File: config.mk
export PLATFORM = sky130hd
export DESIGN_NAME = uart_echo_top
export DESIGN_NICKNAME = d
export VERILOG_FILES = /design/src/uart_echo_pkg.sv /design/src/echo_ctrl.sv /design/src/irq_timer.sv /design/src/uart_echo_top.sv /design/src/uart_rx.sv /design/src/uart_tx.sv
export SDC_FILE = /design/constraint.sdc
export NUM_CORES = 1
export LEC_CHECK = 0
export BUFFER_PORTS_ARGS = -buffer_cell sky130_fd_sc_hd__buf_4
export CAP_MARGIN = 40
export CORE_MARGIN = 4
export CORE_UTILIZATION = 55
export CTS_CLUSTER_DIAMETER = 50
export DETAILED_ROUTE_END_ITERATION = 8
export HOLD_SLACK_MARGIN = 0.05
export PLACE_DENSITY = 0.74
export SLEW_MARGIN = 10
export SYNTH_ARGS = -nofsm -noshare
export SYNTH_HDL_FRONTEND = slang
export SYNTH_SLANG_ARGS = --single-unit
File: constraint.sdc
create_clock -name clk -period 1.9 [get_ports clk]
set_clock_uncertainty 0.15 [all_clocks]
set_input_delay 0.095 -clock clk [delete_from_list [all_inputs] [get_ports clk]]
set_output_delay 0.095 -clock clk [all_outputs]
set_load 0.05 [all_outputs]
File: src/uart_echo_pkg.sv
package uart_echo_pkg;

    // serial timing, scaled down for simulation
    localparam int CLKS_PER_BIT = 16;                     // clock cycles per serial bit
    localparam int DATA_BITS    = 8;                      // 8N1 frame
    localparam int BIT_CNT_W    = $clog2(CLKS_PER_BIT);   // bit-time counter width
    localparam int BIT_IDX_W    = $clog2(DATA_BITS);      // data bit index width

    // interrupt pulse timing
    localparam int TIMER_PERIOD = 600;                    // cycles between pulse starts
    localparam int IRQ_WIDTH    = 2;                      // pulse high time in cycles
    localparam int TIMER_CNT_W  = $clog2(TIMER_PERIOD);

    typedef logic [DATA_BITS-1:0] byte_t;

    // shared by receiver and transmitter
    typedef enum logic [1:0] {
        UART_IDLE,
        UART_START,
        UART_DATA,
        UART_STOP
    } uart_state_e;

    // echo control FSM
    typedef enum logic [1:0] {
        CTRL_IDLE,
        CTRL_SEND,
        CTRL_WAIT_BUSY
    } ctrl_state_e;

endpackage

File: src/echo_ctrl.sv
`timescale 1ns/1ps

module echo_ctrl (
    input  logic                 clk,         // system clock
    input  logic                 rst_i,       // sync reset, active high
    input  logic                 rx_evt_i,    // byte received
    input  uart_echo_pkg::byte_t rx_data_i,
    input  logic                 tx_busy_i,   // transmitter in a frame
    output logic                 tx_start_o,  // one-cycle send strobe
    output uart_echo_pkg::byte_t tx_data_o
);
    import uart_echo_pkg::*;

    ctrl_state_e state;
    byte_t       hold_q;     // one-byte holding register
    logic        pending;    // hold_q not yet sent
    logic        busy_seen;  // transmitter has taken the byte

    assign tx_start_o = (state == CTRL_SEND);
    assign tx_data_o  = hold_q;

    // newest byte wins, older unsent byte is lost
    always_ff @(posedge clk) begin
        if (rx_evt_i) hold_q <= rx_data_i;
    end

    always_ff @(posedge clk) begin
        if (rst_i) begin
            state     <= CTRL_IDLE;
            pending   <= 1'b0;
            busy_seen <= 1'b0;
        end else begin
            if (rx_evt_i) pending <= 1'b1;

            case (state)
                CTRL_IDLE: begin
                    if ((rx_evt_i || pending) && !tx_busy_i) state <= CTRL_SEND;
                end
                CTRL_SEND: begin
                    if (!rx_evt_i) pending <= 1'b0;  // byte handed over
                    busy_seen <= 1'b0;
                    state     <= CTRL_WAIT_BUSY;
                end
                CTRL_WAIT_BUSY: begin
                    if (tx_busy_i) begin
                        busy_seen <= 1'b1;
                    end else if (busy_seen) begin  // frame done
                        busy_seen <= 1'b0;
                        state     <= (pending || rx_evt_i) ? CTRL_SEND : CTRL_IDLE;
                    end
                end
                default: state <= CTRL_IDLE;
            endcase
        end
    end

endmodule

File: src/irq_timer.sv
`timescale 1ns/1ps

module irq_timer (
    input  logic clk,    // system clock
    input  logic rst_i,  // sync reset, active high
    output logic irq_o   // periodic interrupt pulse
);
    import uart_echo_pkg::*;

    logic [TIMER_CNT_W-1:0] period_cnt;
    logic                   armed;  // set after the first full period
    logic                   wrap;

    assign wrap = (period_cnt == TIMER_CNT_W'(TIMER_PERIOD - 1));

    always_ff @(posedge clk) begin
        if (rst_i) begin
            period_cnt <= '0;
            armed      <= 1'b0;
            irq_o      <= 1'b0;
        end else begin
            period_cnt <= wrap ? '0 : period_cnt + 1'b1;
            if (wrap) armed <= 1'b1;
            // no pulse during the first period after reset
            irq_o <= armed && (period_cnt < TIMER_CNT_W'(IRQ_WIDTH));
        end
    end

endmodule

File: src/uart_echo_top.sv
`timescale 1ns/1ps

module uart_echo_top (
    input  logic clk,        // system clock
    input  logic rst_i,      // sync reset, active high
    input  logic uart_rx_i,  // serial in
    output logic uart_tx_o,  // echoed serial out
    output logic irq_o       // periodic interrupt
);
    import uart_echo_pkg::*;

    logic  rx_evt;
    byte_t rx_data;
    logic  tx_start;
    byte_t tx_data;
    logic  tx_busy;

    uart_rx u_uart_rx (
        .clk        ( clk       ),
        .rst_i      ( rst_i     ),
        .rx_i       ( uart_rx_i ),
        .rx_evt_o   ( rx_evt    ),
        .rx_data_o  ( rx_data   )
    );

    echo_ctrl u_echo_ctrl (
        .clk        ( clk       ),
        .rst_i      ( rst_i     ),
        .rx_evt_i   ( rx_evt    ),
        .rx_data_i  ( rx_data   ),
        .tx_busy_i  ( tx_busy   ),
        .tx_start_o ( tx_start  ),
        .tx_data_o  ( tx_data   )
    );

    uart_tx u_uart_tx (
        .clk        ( clk       ),
        .rst_i      ( rst_i     ),
        .tx_start_i ( tx_start  ),
        .tx_data_i  ( tx_data   ),
        .tx_busy_o  ( tx_busy   ),
        .tx_o       ( uart_tx_o )
    );

    irq_timer u_irq_timer (
        .clk        ( clk       ),
        .rst_i      ( rst_i     ),
        .irq_o      ( irq_o     )  // straight to the pin
    );

endmodule

File: src/uart_rx.sv
`timescale 1ns/1ps

module uart_rx (
    input  logic                 clk,         // system clock
    input  logic                 rst_i,       // sync reset, active high
    input  logic                 rx_i,        // serial line in
    output logic                 rx_evt_o,    // one-cycle strobe, good byte
    output uart_echo_pkg::byte_t rx_data_o    // valid with rx_evt_o
);
    import uart_echo_pkg::*;

    logic                 rx_meta;    // first sync stage
    logic                 rx_sync;    // second sync stage
    logic                 rx_sync_q;  // for edge detect
    logic                 start_edge;
    logic                 half_end;
    logic                 bit_end;
    uart_state_e          state;
    logic [BIT_CNT_W-1:0] bit_cnt;
    logic [BIT_IDX_W-1:0] bit_idx;
    byte_t                shift_q;

    assign start_edge = rx_sync_q & ~rx_sync;
    assign half_end   = (bit_cnt == BIT_CNT_W'(CLKS_PER_BIT / 2 - 1));
    assign bit_end    = (bit_cnt == BIT_CNT_W'(CLKS_PER_BIT - 1));
    assign rx_data_o  = shift_q;  // stable through the stop bit

    always_ff @(posedge clk) begin
        if (rst_i) begin
            rx_meta   <= 1'b1;  // line idles high
            rx_sync   <= 1'b1;
            rx_sync_q <= 1'b1;
        end else begin
            rx_meta   <= rx_i;
            rx_sync   <= rx_meta;
            rx_sync_q <= rx_sync;
        end
    end

    always_ff @(posedge clk) begin
        if (rst_i) begin
            state    <= UART_IDLE;
            bit_cnt  <= '0;
            bit_idx  <= '0;
            rx_evt_o <= 1'b0;
        end else begin
            rx_evt_o <= 1'b0;
            case (state)
                UART_IDLE: begin
                    bit_cnt <= '0;
                    if (start_edge) state <= UART_START;
                end
                UART_START: begin  // wait half a bit, recheck start
                    if (half_end) begin
                        bit_cnt <= '0;
                        bit_idx <= '0;
                        state   <= rx_sync ? UART_IDLE : UART_DATA;  // glitch, drop it
                    end else begin
                        bit_cnt <= bit_cnt + 1'b1;
                    end
                end
                UART_DATA: begin
                    if (bit_end) begin
                        bit_cnt <= '0;
                        if (bit_idx == BIT_IDX_W'(DATA_BITS - 1)) state <= UART_STOP;
                        else bit_idx <= bit_idx + 1'b1;
                    end else begin
                        bit_cnt <= bit_cnt + 1'b1;
                    end
                end
                UART_STOP: begin
                    if (bit_end) begin
                        bit_cnt  <= '0;
                        rx_evt_o <= rx_sync;  // low stop bit, frame dropped
                        state    <= UART_IDLE;
                    end else begin
                        bit_cnt <= bit_cnt + 1'b1;
                    end
                end
                default: state <= UART_IDLE;
            endcase
        end
    end

    // lsb arrives first
    always_ff @(posedge clk) begin
        if (state == UART_DATA && bit_end) shift_q <= {rx_sync, shift_q[DATA_BITS-1:1]};
    end

endmodule

File: src/uart_tx.sv
`timescale 1ns/1ps

module uart_tx (
    input  logic                 clk,         // system clock
    input  logic                 rst_i,       // sync reset, active high
    input  logic                 tx_start_i,  // one-cycle start strobe
    input  uart_echo_pkg::byte_t tx_data_i,   // byte to send
    output logic                 tx_busy_o,   // high until end of stop bit
    output logic                 tx_o         // serial line out
);
    import uart_echo_pkg::*;

    uart_state_e          state;
    logic [BIT_CNT_W-1:0] bit_cnt;
    logic [BIT_IDX_W-1:0] bit_idx;
    logic                 bit_end;
    logic                 load;
    byte_t                shift_q;

    assign bit_end = (bit_cnt == BIT_CNT_W'(CLKS_PER_BIT - 1));
    assign load    = (state == UART_IDLE) && tx_start_i;  // strobes ignored while busy

    always_ff @(posedge clk) begin
        if (rst_i) begin
            state     <= UART_IDLE;
            bit_cnt   <= '0;
            bit_idx   <= '0;
            tx_busy_o <= 1'b0;
            tx_o      <= 1'b1;  // idle line
        end else begin
            if (state == UART_IDLE || bit_end) bit_cnt <= '0;
            else bit_cnt <= bit_cnt + 1'b1;

            case (state)
                UART_IDLE: begin
                    if (load) begin
                        state     <= UART_START;
                        tx_busy_o <= 1'b1;
                        tx_o      <= 1'b0;  // start bit
                    end
                end
                UART_START: begin
                    if (bit_end) begin
                        state   <= UART_DATA;
                        bit_idx <= '0;
                        tx_o    <= shift_q[0];
                    end
                end
                UART_DATA: begin
                    if (bit_end) begin
                        if (bit_idx == BIT_IDX_W'(DATA_BITS - 1)) begin
                            state <= UART_STOP;
                            tx_o  <= 1'b1;  // stop bit
                        end else begin
                            bit_idx <= bit_idx + 1'b1;
                            tx_o    <= shift_q[0];
                        end
                    end
                end
                UART_STOP: begin
                    if (bit_end) begin
                        state     <= UART_IDLE;
                        tx_busy_o <= 1'b0;
                    end
                end
                default: state <= UART_IDLE;
            endcase
        end
    end

    // next data bit always sits in bit 0
    always_ff @(posedge clk) begin
        if (load) shift_q <= tx_data_i;
        else if (bit_end && (state == UART_START || state == UART_DATA)) shift_q <= shift_q >> 1;
    end

endmodule
==> metrics.csv, run 1 <==
metric;value;unit
syn-cell-area;0.002791;mm²
power.leakage;1.196;nW
rsz0062_at_grt;no;
fmax;563.8;MHz
synth.ff_latch_count;64;
clock_latency;0.34;ns
pin_count;5;
ant_nets;0;
vias_per_cell;5.185;
start_kind;flip-flop;
worstPathArrival;1.84;ns
die_area;0.006279;mm²
cts_root_buf;clkbuf_8;
setup_viol;0;
htreeDepth;3;
grt_usage;0.1534;
cts_setup_buffers;0;
final.period_utilization;0.9334;
hold_viol;0;
drt_iter0_drc;90;
hold_class;flip-flop to flip-flop;
fillers;395;
postSynthAreaPerCell;10.86;µm²
placed_cell_area;0.002888;mm²
async_flop_share;0;
yosysUniqueCellTypes;43;
hpwl;2.872;mm
min_period;1.774;ns
grt_overflow;0;
nNetsFinal;290;
antenna_found_initial;0;
cts_tree;done;
status;finished, final reports clean;
ir_worst_vdd;0.6033;mV
clock_path_buffers;2;
chipHeight;79.24;µm
final-max-slew-violation-count;0;
gp_congestion;0.8118;
slew_headroom;0.6869;
synth_cells;257;
pwr-share-seq;0.467;
final_area;0.003141;mm²
crit_fanout;7;
maxCapViolations;0;
post_drt_wl_per_cell;12.35;µm
grt_first_pass_wirelength;7.417;mm
die_w;79.24;µm
pwr-share-comb;0.135;
diodes;0;
tightest_slew;0.4624;ns
whs;0.2612;ns
core_area;0.004817;mm²
cts_buffers;9;
start_util;0.5795;
synth_seq_area_share;0.5450;
grt_max_degree;33;
fin_tns_setup;0;ns
clkTransAtPathRegs;0.08;ns
path_class;flip-flop to flip-flop;
cts.sinks;64;
grt_pass1_vias;1690;
yosys_warnings;0;
netSwitchingPower;0.8631;mW
power_density;1055;mW/mm²
firstDrtPassIters;4;
layout_common_cells;dfxtp_1 (39), nor2_1 (30), edfxtp_1 (24);
layout_commonest_cell;dfxtp_1;
routed_wl;4.213;mm
synthToLayoutAreaGrowth;12.51;%
num_rows;25;
via_count;1768;
synth-edff-count;24;
clkPwrFrac;0.399;
p_int;2.451;mW
end_kind;flip-flop;
port_buffers;4;
synth-main-ff-cell;dfxtp_1;
crit_required;1.97;ns
sw_frac_of_total;0.2604;
drc;0;
drive_above_1_share;0.1606;
syn_nets;278;
==> final timing paths <==
kind	from	to	slack, ns	depth (start not counted)
max	u_uart_tx.state[0]	u_uart_tx.state[1]	0.13	6
min	u_uart_rx.rx_meta	u_uart_rx.rx_sync	0.26	1
max reg2reg	u_uart_tx.state[0]	u_uart_tx.state[1]	0.13	6
min reg2reg	u_uart_rx.rx_meta	u_uart_rx.rx_sync	0.26	1
==> sequential cells by signal (all words and copies together) (netlist names), 2 cells and up, named ones only <==
name and cells:
u_echo_ctrl.tx_data_o 8, u_uart_tx.state 2, u_irq_timer.period_cnt 10, u_uart_tx.bit_idx 3
u_echo_ctrl.state 2, u_uart_rx.bit_cnt 4, u_uart_rx.rx_data_o 8, u_uart_tx.shift_q 8
u_uart_rx.bit_idx 3, u_uart_tx.bit_cnt 4
==> worst max-delay path, stage by stage, from the launching register on <==
cell     delay, ns
dfxtp_1       0.33
inv_1         0.07
ha_1          0.26
or3_4         0.41
a31oi_4       0.18
mux2i_1       0.20
nor2_1        0.06
==> Yosys cell counts, drive strengths merged, types with 5 or more instances <==
cell type   n  area share
o21ai      10       0.019
nand3       8       0.014
mux2        8       0.032
inv        14       0.019
nand2b      5       0.011
nand2      14       0.019
ha         18       0.081
edfxtp     24        0.26
a21oi      12       0.022
nand4       5       0.011
and3        7       0.016
nor2       30       0.040
xnor2       7       0.022
buf         7       0.014
dfxtp      40        0.29
==> cells by family (layout without fill, tap and decap cells) <==
family / count (synthesis) / in the layout / share of synthesized area
and+or+nand+nor: 95 / 95 / 0.1762
adders and majority gates: 18 / 18 / 0.08068
muxes: 12 / 12 / 0.04662
xor gates and xnor gates: 11 / 11 / 0.03451
buffers and inverters: 23 / 40 / 0.03586
DFF: 64 / 64 / 0.5450
AOI/OAI and AO/OA: 34 / 34 / 0.08113
==> layer usage <==
layer | vias up | share of wire | GRT usage
li1 | 926 | - | -
met1 | 812 | 0.49 | 0.1884
met2 | 22 | 0.46 | 0.2433
met3 | 8 | 0.025 | 0.03741
met4 | 0 | 0.019 | 0.09278
met5 | - | 0 | 0
==> power groups by stage <==
stage / logic [mW] / clock network (mW) / registers (mW)
final: 0.446 / 1.32 / 1.55
after detailed placement: 0.440 / 0 / 1.58
after CTS: 0.446 / 1.35 / 1.55
after global placement: 0.433 / 0 / 1.57
after floorplan: 0.345 / 0 / 1.58
after global routing: 0.507 / 1.42 / 1.55
==> layout make-up <==
class,count,area [µm²],area share
Inverter,14,52.55,0.01673
Timing Repair Buffer,10,80.08,0.02550
Sequential cell,64,1523,0.4849
Clock inverter,7,102.6,0.03267
Clock buffer,9,123.9,0.03944
Tap cell,67,83.83,0.02669
Multi-Input combinational cell,170,1175,0.3741
==> through the flow <==
stage	total power, mW	setup WS (ns)	cells	util
after floorplan	1.927	0.05374	257	-
after global placement	2.008	0.1308	323	0.5995
after detailed placement	2.018	0.07269	323	0.5995
after CTS	3.339	0.06266	341	0.6506
after global routing	3.477	0.004651	341	0.6519
final	3.314	0.1264	341	0.6519
==> repair_timing <==
| action | 4_1_cts | 5_1_grt |
|---|---|---|
| hold buffers | 2 | 0 |
| setup endpoints to repair | 0 | 17 |
| resized for setup | 0 | 3 |
| endpoints found under the hold margin | 20 | 0 |
No activity file was read; power rests on OpenSTA's default activity.
==> run 2: changes to the inputs <==
--- a/config.mk
+++ b/config.mk
@@ -5,15 +5,15 @@
 export SDC_FILE = /design/constraint.sdc
 export NUM_CORES = 1
 export LEC_CHECK = 0
-export BUFFER_PORTS_ARGS = -buffer_cell sky130_fd_sc_hd__buf_4
 export CAP_MARGIN = 40
 export CORE_MARGIN = 4
-export CORE_UTILIZATION = 55
+export CORE_UTILIZATION = 56
 export CTS_CLUSTER_DIAMETER = 50
 export DETAILED_ROUTE_END_ITERATION = 8
+export DONT_BUFFER_PORTS = 1
 export HOLD_SLACK_MARGIN = 0.05
 export PLACE_DENSITY = 0.74
-export SLEW_MARGIN = 10
+export SLEW_MARGIN = 20
 export SYNTH_ARGS = -nofsm -noshare
 export SYNTH_HDL_FRONTEND = slang
 export SYNTH_SLANG_ARGS = --single-unit
==> metrics.csv, run 2 (synthesis results as in run 1) <==
metric;value;unit;change
clock_latency;0.33;ns;was 0.34 ns
seq_area;0.001521;mm²;was 0.001523 mm²
worstPathCellList;inv_1 > ha_1 > or3_4 > a31oi_4 > mux2i_1 > nor2_1;;unchanged
fin_tns_setup;0;ns;unchanged
endpoint;u_uart_tx.state[1];;unchanged
path_depth;6;;unchanged
path_class;flip-flop to flip-flop;;unchanged
routed_wl;4.233;mm;was 4.213 mm
slowest_stage;dfxtp_1;;was or3_4
crit_required;1.96;ns;was 1.97 ns
clkTransAtPathRegs;0.07;ns;was 0.08 ns
rrSetupSlack;0.10;ns;was 0.13 ns
vias_per_cell;5.246;;was 5.185
chipHeight;78.60;µm;was 79.24 µm
num_rows;25;;unchanged
grt_first_pass_wirelength;7.762;mm;was 7.417 mm
maxCapViolations;0;;unchanged
diodes;0;;unchanged
final_area;0.003092;mm²;was 0.003141 mm²
ant_nets;0;;unchanged
worstPathArrival;1.85;ns;was 1.84 ns
fillers;394;;was 395
hold_viol;0;;unchanged
final.period_utilization;0.9449;;was 0.9334
hpwl;2.837;mm;was 2.872 mm
min_period;1.795;ns;was 1.774 ns
status;finished, final reports clean;;unchanged
timing.critical_path.buf_inv;1;;unchanged
fmax;557.0;MHz;was 563.8 MHz
power_density;1038;mW/mm²;was 1055 mW/mm²
antenna_found_initial;0;;unchanged
rr_worst_depth;6;;unchanged
cts_root_buf;clkbuf_8;;unchanged
die_w;78.60;µm;was 79.24 µm
placed_cell_area;0.002865;mm²;was 0.002888 mm²
rsz0062_at_grt;no;;unchanged
firstDrtPassIters;4;;unchanged
grt_pass1_vias;1775;;was 1690
synthToLayoutAreaGrowth;10.76;%;was 12.51%
htreeDepth;3;;unchanged
grt_usage;0.1635;;was 0.1534
r2r_start;u_uart_tx.state[1];;was u_uart_tx.state[0]
grt_overflow;0;;unchanged
cts_buffers;9;;unchanged
drt_iter0_drc;96;;was 90
cts_tree;done;;unchanged
drc;0;;unchanged
layout_common_cells;dfxtp_1 (40), nor2_1 (30), edfxtp_1 (24);;was dfxtp_1 (39), nor2_1 (30), edfxtp_1 (24)
post_drt_wl_per_cell;12.52;µm;was 12.35 µm
power.leakage;1.174;nW;was 1.196 nW
slowest_delay;0.41;ns;about the same
core_area;0.004786;mm²;was 0.004817 mm²
port_buffers;0;;was 4
largest_reg_flops;10;;unchanged
grt_max_degree;33;;unchanged
cts.sinks;64;;unchanged
crit_fanout;5;;was 7
tightest_slew;0.5516;ns;was 0.4624 ns
hold_class;input pin to flip-flop;;was flip-flop to flip-flop
nNetsFinal;287;;was 290
startpoint;u_uart_tx.state[1];;was u_uart_tx.state[0]
start_util;0.5833;;was 0.5795
slew_headroom;0.6323;;was 0.6869
pin_count;5;;unchanged
layout_commonest_cell;dfxtp_1;;unchanged
reg2reg_to;u_uart_tx.state[1];;unchanged
drive_above_1_share;0.1402;;was 0.1606
final-max-slew-violation-count;0;;unchanged
gp_congestion;0.8149;;was 0.8118
top_register;u_irq_timer.period_cnt;;unchanged
die_area;0.006178;mm²;was 0.006279 mm²
crit_family;flip-flops;;was simple AND/OR/NAND/NOR gates
clock_path_buffers;2;;unchanged
start_kind;flip-flop;;unchanged
setup_viol;0;;unchanged
whs;0.08148;ns;was 0.2612 ns
via_count;1773;;was 1768
ir_worst_vdd;0.5604;mV;was 0.6033 mV
multiInputGateArea;0.001177;mm²;was 0.001175 mm²
end_kind;flip-flop;;unchanged
## run 2: cell types whose count changed in the layout (fill, tap and decap cells not counted), moves of 2 or more
cell	delta
clkinv_4	-2
inv_6	-2
buf_4	-3
clkbuf_1	+3
## run 2: how the worst min path moves through the flow
stage / start / slack, ns / endpoint / depth (start not counted)
2_1_floorplan: uart_rx_i / 0.05 / u_uart_rx.rx_meta / 1
3_3_place_gp: rst_i / 0.02 / u_uart_tx.state[0] / 1
3_5_place_dp: rst_i / 0.02 / u_uart_tx.state[0] / 1
4_1_cts: uart_rx_i / 0.23 / u_uart_rx.rx_meta / 2
5_1_grt: rst_i / 0.12 / u_echo_ctrl.state[0] / 2
6_report: rst_i / 0.08 / u_uart_rx.bit_idx[0] / 2
## run 2: what timing repair did
action,in CTS,in global routing
resized for setup,0,3
hold buffers,2,0
buffers inserted,0,0
hold endpoints to repair,40,0
setup endpoints to repair,0,16
## run 2: final cells by class
| type | instances | share of cell area |
|---|---|---|
| sequential | 64 | 0.4921 |
| timing repair buffer | 7 | 0.01700 |
| clock buffer | 12 | 0.04371 |
| inverter | 14 | 0.01700 |
| tap | 67 | 0.02711 |
| multi-input combinational | 170 | 0.3808 |
| clock inverter | 4 | 0.02226 |
## run 2: power by group
group | switching (mW) | internal, mW
clock network | 0.479 | 0.734
registers | 0.0501 | 1.50
logic | 0.245 | 0.203
total | 0.774 | 2.43
## run 2: per-layer routing
| metal | routed length, µm | track usage |
|---|---|---|
| met1 | 1905 | 0.1839 |
| met2 | 2085 | 0.2699 |
| met3 | 166 | 0.06995 |
| met4 | 75 | 0.06993 |
| met5 | 0 | 0 |
## run 2: stage by stage
step                utilization  worst slack [ns]  std cells  total power [mW]
floorplan                     -           0.05374        257             1.927
global placement         0.5987            0.1464        320             1.994
detailed placement       0.5987           0.09055        320             2.005
CTS                      0.6455           0.07522        338             3.249
global route             0.6460           0.01265        338             3.376
finish                   0.6460            0.1047        338             3.208
